==> config.mk <==
export PLATFORM = sky130hd
export DESIGN_NAME = tank
export DESIGN_NICKNAME = d
export VERILOG_FILES = /design/src/common/tankPkg.sv /design/src/common/renderPkg.sv /design/src/tank/tankEntity.sv /design/src/tank/tankMapper.sv /design/src/tank/tank.sv
export VERILOG_INCLUDE_DIRS = /design/src /design/src/common
export SDC_FILE = /design/constraint.sdc
export NUM_CORES = 1
export LEC_CHECK = 0
export BUFFER_PORTS_ARGS = -buffer_cell sky130_fd_sc_hd__buf_4
export CORE_MARGIN = 2
export CORE_UTILIZATION = 38
export DETAILED_ROUTE_END_ITERATION = 7
export GPL_TIMING_DRIVEN = 0
export PLACE_DENSITY = 0.59
export SYNTH_ARGS = -nofsm -noshare
export SYNTH_HDL_FRONTEND = slang
export SYNTH_SLANG_ARGS = --single-unit
export TNS_END_PERCENT = 50
==> constraint.sdc <==
create_clock -name frameClk -period 5.65 [get_ports frameClk]
set_input_delay 0.2825 -clock frameClk [delete_from_list [all_inputs] [get_ports frameClk]]
set_output_delay 0.2825 -clock frameClk [all_outputs]
set_load 0.005 [all_outputs]
==> src/common/tank_consts.svh <==
`ifndef TANK_CONSTS_SVH
`define TANK_CONSTS_SVH

// Every coordinate and the per-frame step share this width.
`define POS_WIDTH 10

// Tank radius and turret half-width.
`define SIZE_WIDTH 8

// Largest on-screen coordinate. Positions wrap modulo SCREEN_MAX + 1.
`define SCREEN_MAX 1023

`endif

==> src/common/tankPkg.sv <==
package tankPkg;

    // Facing of the tank. The turret points this way.
    typedef enum logic [1:0] {
        UP,
        DOWN,
        LEFT,
        RIGHT
    } direction;

    // Lifecycle of a tank between spawn and kill.
    typedef enum logic {
        ABSENT,
        ALIVE
    } lifeState;

endpackage

==> src/common/renderPkg.sv <==
package renderPkg;

    // Class of one pixel relative to the tank.
    typedef enum logic [1:0] {
        BACKGROUND,
        HULL,
        TURRET
    } pixelClass;

endpackage

==> src/tank/tankEntity.sv <==
`timescale 1ns/1ps
`include "tank_consts.svh"

module tankEntity (
    input  logic                   frameClk,
    input  logic                   arstN,
    input  logic                   moveUp,
    input  logic                   moveDown,
    input  logic                   moveLeft,
    input  logic                   moveRight,
    input  logic                   sigKill,
    input  logic                   sigSpawn,
    input  logic                   sigStop,
    input  logic [`POS_WIDTH-1:0]  tankStep,
    input  logic [`POS_WIDTH-1:0]  spawnPosX,
    input  logic [`POS_WIDTH-1:0]  spawnPosY,
    output tankPkg::direction      tankDir,
    output tankPkg::lifeState      tankLife,
    output logic [`POS_WIDTH-1:0]  curPosX,
    output logic [`POS_WIDTH-1:0]  curPosY,
    output logic [`POS_WIDTH-1:0]  nextPosX,
    output logic [`POS_WIDTH-1:0]  nextPosY
);
    import tankPkg::*;

    localparam logic [`POS_WIDTH:0] posSpan = `SCREEN_MAX + 1;

    direction nextDir;
    logic [3:0] moveWord;

    function automatic logic [`POS_WIDTH-1:0] stepUp(
        input logic [`POS_WIDTH-1:0] pos,
        input logic [`POS_WIDTH-1:0] step
    );
        logic [`POS_WIDTH:0] sum;
        sum = {1'b0, pos} + {1'b0, step};
        if (sum >= posSpan) begin
            sum = sum - posSpan; // Wrap past the right or bottom edge.
        end
        return sum[`POS_WIDTH-1:0];
    endfunction

    function automatic logic [`POS_WIDTH-1:0] stepDown(
        input logic [`POS_WIDTH-1:0] pos,
        input logic [`POS_WIDTH-1:0] step
    );
        logic [`POS_WIDTH:0] diff;
        diff = {1'b0, pos} + posSpan - {1'b0, step}; // Biased so it never goes negative.
        if (diff >= posSpan) begin
            diff = diff - posSpan;
        end
        return diff[`POS_WIDTH-1:0];
    endfunction

    assign moveWord = {moveUp, moveDown, moveLeft, moveRight};

    always_comb begin
        nextPosX = curPosX;
        nextPosY = curPosY;
        nextDir  = tankDir;
        if (tankLife == ALIVE) begin
            case (moveWord)
                4'b1000: begin
                    nextPosY = stepDown(curPosY, tankStep);
                    nextDir  = UP;
                end
                4'b0100: begin
                    nextPosY = stepUp(curPosY, tankStep);
                    nextDir  = DOWN;
                end
                4'b0010: begin
                    nextPosX = stepDown(curPosX, tankStep);
                    nextDir  = LEFT;
                end
                4'b0001: begin
                    nextPosX = stepUp(curPosX, tankStep);
                    nextDir  = RIGHT;
                end
                default: ; // No move or a conflicting move word.
            endcase
        end
    end

    always_ff @(posedge frameClk or negedge arstN) begin
        if (!arstN) begin
            curPosX <= '0;
            curPosY <= '0;
        end else if (sigSpawn) begin
            curPosX <= spawnPosX;
            curPosY <= spawnPosY;
        end else if (!sigStop) begin
            curPosX <= nextPosX;
            curPosY <= nextPosY;
        end
    end

    // Facing follows the move even while stopped.
    always_ff @(posedge frameClk or negedge arstN) begin
        if (!arstN) begin
            tankDir <= RIGHT;
        end else begin
            tankDir <= nextDir;
        end
    end

    always_ff @(posedge frameClk or negedge arstN) begin
        if (!arstN) begin
            tankLife <= ABSENT;
        end else begin
            case ({sigSpawn, sigKill})
                2'b10:   tankLife <= ALIVE;
                2'b01,
                2'b11:   tankLife <= ABSENT; // Kill wins over a simultaneous spawn.
                default: tankLife <= tankLife;
            endcase
        end
    end

endmodule

==> src/tank/tankMapper.sv <==
`timescale 1ns/1ps
`include "tank_consts.svh"

module tankMapper (
    input  logic [`POS_WIDTH-1:0]   tankPosX,
    input  logic [`POS_WIDTH-1:0]   tankPosY,
    input  logic [`POS_WIDTH-1:0]   pixelPosX,
    input  logic [`POS_WIDTH-1:0]   pixelPosY,
    input  logic [`SIZE_WIDTH-1:0]  tankRadius,
    input  logic [`SIZE_WIDTH-1:0]  turretWidth,
    input  tankPkg::direction       tankDir,
    output renderPkg::pixelClass    pixelKind
);
    import tankPkg::*;
    import renderPkg::*;

    localparam int wideW = `POS_WIDTH + 2;

    logic signed [wideW-1:0] offX;
    logic signed [wideW-1:0] offY;
    logic signed [wideW-1:0] absX;
    logic signed [wideW-1:0] absY;
    logic signed [wideW-1:0] radius;
    logic signed [wideW-1:0] halfWidth;
    logic inBox;
    logic isTurret;

    // Offsets of the pixel from the tank centre, wide enough that nothing wraps.
    assign offX = $signed({2'b00, pixelPosX}) - $signed({2'b00, tankPosX});
    assign offY = $signed({2'b00, pixelPosY}) - $signed({2'b00, tankPosY});

    assign absX = offX[wideW-1] ? -offX : offX;
    assign absY = offY[wideW-1] ? -offY : offY;

    assign radius    = $signed({{(wideW - `SIZE_WIDTH){1'b0}}, tankRadius});
    assign halfWidth = $signed({{(wideW - `SIZE_WIDTH){1'b0}}, turretWidth});

    assign inBox = (absX <= radius) && (absY <= radius);

    // Inside the hull box the far edge of each half-box is already satisfied.
    always_comb begin
        case (tankDir)
            UP:      isTurret = (absX <= halfWidth) && (offY <= 0);
            DOWN:    isTurret = (absX <= halfWidth) && (offY >= 0);
            LEFT:    isTurret = (absY <= halfWidth) && (offX <= 0);
            RIGHT:   isTurret = (absY <= halfWidth) && (offX >= 0);
            default: isTurret = 1'b0;
        endcase
    end

    always_comb begin
        if (!inBox) begin
            pixelKind = BACKGROUND;
        end else if (isTurret) begin
            pixelKind = TURRET;
        end else begin
            pixelKind = HULL;
        end
    end

endmodule

==> src/tank/tank.sv <==
`timescale 1ns/1ps
`include "tank_consts.svh"

module tank (
    input  logic                    frameClk,
    input  logic                    arstN,
    input  logic                    moveUp,
    input  logic                    moveDown,
    input  logic                    moveLeft,
    input  logic                    moveRight,
    input  logic                    sigKill,
    input  logic                    sigSpawn,
    input  logic                    sigStop,
    input  logic [`POS_WIDTH-1:0]   tankStep,
    input  logic [`POS_WIDTH-1:0]   spawnPosX,
    input  logic [`POS_WIDTH-1:0]   spawnPosY,
    input  logic [`POS_WIDTH-1:0]   pixelPosX,
    input  logic [`POS_WIDTH-1:0]   pixelPosY,
    input  logic [`SIZE_WIDTH-1:0]  tankRadius,
    input  logic [`SIZE_WIDTH-1:0]  turretWidth,
    output tankPkg::direction       tankDir,
    output tankPkg::lifeState       tankLife,
    output logic [`POS_WIDTH-1:0]   curPosX,
    output logic [`POS_WIDTH-1:0]   curPosY,
    output logic [`POS_WIDTH-1:0]   nextPosX,
    output logic [`POS_WIDTH-1:0]   nextPosY,
    output renderPkg::pixelClass    pixelKind
);

    tankEntity tankEntity (
        .frameClk, .arstN,
        .moveUp, .moveDown, .moveLeft, .moveRight,
        .sigKill, .sigSpawn, .sigStop,
        .tankStep, .spawnPosX, .spawnPosY,
        .tankDir, .tankLife,
        .curPosX, .curPosY, .nextPosX, .nextPosY
    );

    // The mapper always draws at the registered position, alive or not.
    tankMapper tankMapper (
        .tankPosX(curPosX), .tankPosY(curPosY),
        .pixelPosX, .pixelPosY,
        .tankRadius, .turretWidth,
        .tankDir, .pixelKind
    );

endmodule

==> impl_metrics.toml <==
[clock_network]
cts_tree = "done"
cts_buffers = 3
clock_path_buffers = 2
htreeDepth = 1
clk_pin_slew_ns = 0.07
cts-root-buf = "clkbuf_16"
worstSkewPairLatency_ns = 0.27
clock_sinks = 23

[detailed_routing]
num_vias = 5764
avgRoutedWirePerCell_um = 18.7
drc = 0
drtIter0Drc = 366
viasPerCell = 5.83
final_antenna_net_count = 0
routed_wl_um = 18500
drt-pass1-iter-count = 7

[job]
max-cap-violations = 0

[final_layout]
final_cell_count_no_fill = 988
design_area_um2 = 6430
num_antenna_cells = 0
drive_gt1_share_pct = 17.2
final_nets = 984
area_growth_pct = 22.7
fillCellCount = 1375
utilization_pct = 48.2

[timing]
tightest_slew_ns = 1.11
min_period_over_period_pct = 94.7
relSlewSlack_pct = 25.9
period_needed_ns = 5.35
hold_viol = 0
fin_skew_ns = 0.00294
setup-violations-final = 0
max_freq_mhz = 187
slew_viol_final = 0
rsz0062_at_grt = "false"
finalSetupTns_ns = 0

[setup_path]
cp_cell_sequence = "ha_1 > fa_1 > nand2b_1 > a21oi_4 > o221ai_1 > o21ai_1 > clkbuf_4 > inv_1 > o21a_1 > xor2_2 > ha_1 > a21o_1 > a21oi_1 > o2111ai_1 > a22o_2 > or3_1 > o41ai_2 > o22ai_1 > nor2b_1 > buf_4"
crit_fanout = 10
start_kind = "flop"
crit_family = "compound AO/OA/AOI/OAI gates"
max_stage_delay_ns = 0.46
path_buf_inv = 3
required_ns = 5.37
end_kind = "output pin"
cpMostUsedCell = "ha_1"
worstPathArrival_ns = 5.07
worst_path_max_delay_cell = "dfrtp_1"
critPathKind = "flop to output pin"

[synthesis]
ys_ff_latch = 23
synth_ff_type = "dfrtp_1"
synth_nets = 864
yosys_warnings = 0
synthDistinctLibCells = 71
synth_area_um2 = 5240
ys_seq_area_share_pct = 11.0
avgSynthCellArea_um2 = 7.57
netlist_instances = 693
ys_async_sr_fraction_pct = 100
synth_enable_flop_cells = 0

[floorplan]
die_area_um2 = 14800
design.portCount = 120
die_w_um = 121
core_um2 = 13300
initial_core_util_pct = 39.3
chipHeight_um = 121
rows = 42

[global_routing]
gr-total-overflow = 0
grtUsageMet2_pct = 44.4
grt_util_met1_pct = 31.0
antenna_found_initial = 0
grt_max_degree = 24
grt_pass1_wl_um = 28500
grtUsageMet3_pct = 0.940
track_usage_pct = 24.5
grt_pass1_vias = 5626
busiest_layer = "met2"

[min_path]
hp-class = "input port to flop"

[status]
status = "finished, final reports clean"

[power]
p_leak_nw = 3.11
ir_drop_mv = 0.117
power_density_nw_per_um2 = 236

[placement]
dp_hpwl_um = 15100
placed_cells = 982
io_buffer_count = 113
place_congestion = 0.871
post_dp_cell_area_um2 = 6310
-- worst reg2reg max path, stage by stage (launching register included) --
cell and delay, ns:
dfrtp_1 0.47, inv_1 0.09, ha_1 0.15, inv_1 0.06, fa_1 0.41, a21oi_1 0.15, o21bai_1 0.12, a21o_1 0.21
a2111oi_0 0.57, nor4_1 0.12, a211o_1 0.28, o311ai_1 0.12, a31oi_1 0.13
-- power by group --
part	internal (W)	total, W	switching (W)
clock	0.0000972	0.000174	0.0000768
sequential	0.000185	0.000224	0.0000392
combinational	0.000508	0.00112	0.000615
total	0.000790	0.00152	0.000731
-- flip-flops by register name (all words and copies together), names as in the netlist --
register and count:
tankEntity.curPosY 10, tankEntity.tankDir 2, tankEntity.curPosX 10, tankEntity.tankLife 1
-- cell usage after synthesis, types with 7 or more instances --
library cell | number | share of area (%)
a211oi_1 | 10 | 1.4
a21o_1 | 17 | 2.4
a21oi_1 | 47 | 4.5
a221o_1 | 7 | 1.3
a22o_1 | 8 | 1.3
a31oi_1 | 9 | 1.1
a32o_1 | 7 | 1.3
clkbuf_1 | 21 | 1.5
dfrtp_1 | 21 | 10
ha_1 | 90 | 21
inv_1 | 73 | 5.2
mux2i_1 | 12 | 2.3
nand2_1 | 48 | 3.4
nand2b_1 | 13 | 1.6
nand3_1 | 15 | 1.4
nor2_1 | 57 | 4.1
nor2b_1 | 14 | 1.7
nor3_1 | 11 | 1.0
o21a_1 | 9 | 1.3
o21ai_0 | 39 | 3.7
o221ai_1 | 10 | 1.7
o31ai_1 | 7 | 1.0
xnor2_1 | 10 | 1.7
xor2_1 | 15 | 2.5
-- routing by layer --
| layer | wire length, um | vias up | share of wire [%] |
|---|---|---|---|
| met5 | 0 | - | 0 |
| met4 | 507 | 0 | 2.7 |
| met3 | 682 | 27 | 3.7 |
| met2 | 9140 | 184 | 50 |
| met1 | 8130 | 2735 | 44 |
| li1 | - | 2818 | - |
-- layout by cell type, fill, tap and decap left out, types with 8 or more instances in the layout --
cell type	count
nand2b_1	13
a22o_1	8
ha_1	90
mux2i_1	12
o21ai_0	39
a211oi_1	10
a21o_1	17
a31oi_1	9
nor2b_1	14
a21oi_1	46
o21a_1	9
nand3_1	15
xnor2_1	10
o221ai_1	10
xor2_1	14
buf_4	114
dfrtp_1	21
nor3_1	11
clkbuf_1	20
inv_1	73
nor2_1	57
nand2_1	48
-- cell families after synthesis --
family          count (synthesis)  share of synthesized area, %
fa+ha+maj                      96                          23.8
xor+xnor                       25                          4.18
flops                          23                          11.0
buf+inv                        95                          6.80
compound gates                232                          31.4
mux                            12                          2.29
simple gates                  210                          20.6
-- metrics by stage --
stage	hold slack (ns)	setup slack (ns)	total power (W)
after floorplan	-0.0131	1.11	0.000990
after CTS	0.163	0.0164	0.00151
final	0.169	0.300	0.00152
after global placement	0.218	0.341	0.00129
after global routing	0.165	0.0142	0.00166
after detailed placement	0.224	0.146	0.00133
-- final cells by class --
type | instances | area (um2) | area share [%]
buffer | 22 | 87.6 | 1.36
clock buffer | 4 | 78.8 | 1.23
inverter | 73 | 274 | 4.26
multi-input combinational | 575 | 4330 | 67.3
sequential | 23 | 578 | 8.99
tap | 176 | 220 | 3.42
timing repair buffer | 115 | 866 | 13.5
-- timing repair --
action                     in CTS  in global routing
pin swaps                       0                  0
setup buffers                   0                  1
hold buffers                    1                  0
hold endpoints to repair       21                  0
setup endpoints to repair       2                  2
resized for setup               1                  7
-- worst paths after layout --
kind | startpoint | endpoint | slack (ns) | depth (start not counted)
min in group asynchronous | arstN | tankEntity.curPosY[4]$_DFFE_PN0P_ | 0.48 | 2
min | sigKill | tankEntity.tankLife$_DFFE_PN0P_ | 0.17 | 2
min reg2reg | tankEntity.tankDir[1]$_DFFE_PN1P_ | tankEntity.tankDir[1]$_DFFE_PN1P_ | 0.50 | 2
max in group asynchronous | arstN | tankEntity.tankDir[0]$_DFFE_PN1P_ | 4.86 | 2
max reg2reg | tankEntity.curPosX[0]$_DFFE_PN0P_ | tankEntity.curPosX[8]$_DFFE_PN0P_ | 2.62 | 12
max | tankEntity.curPosY[0]$_DFFE_PN0P_ | pixelKind[1] | 0.30 | 20
No activity file was read; power rests on OpenSTA's default activity.
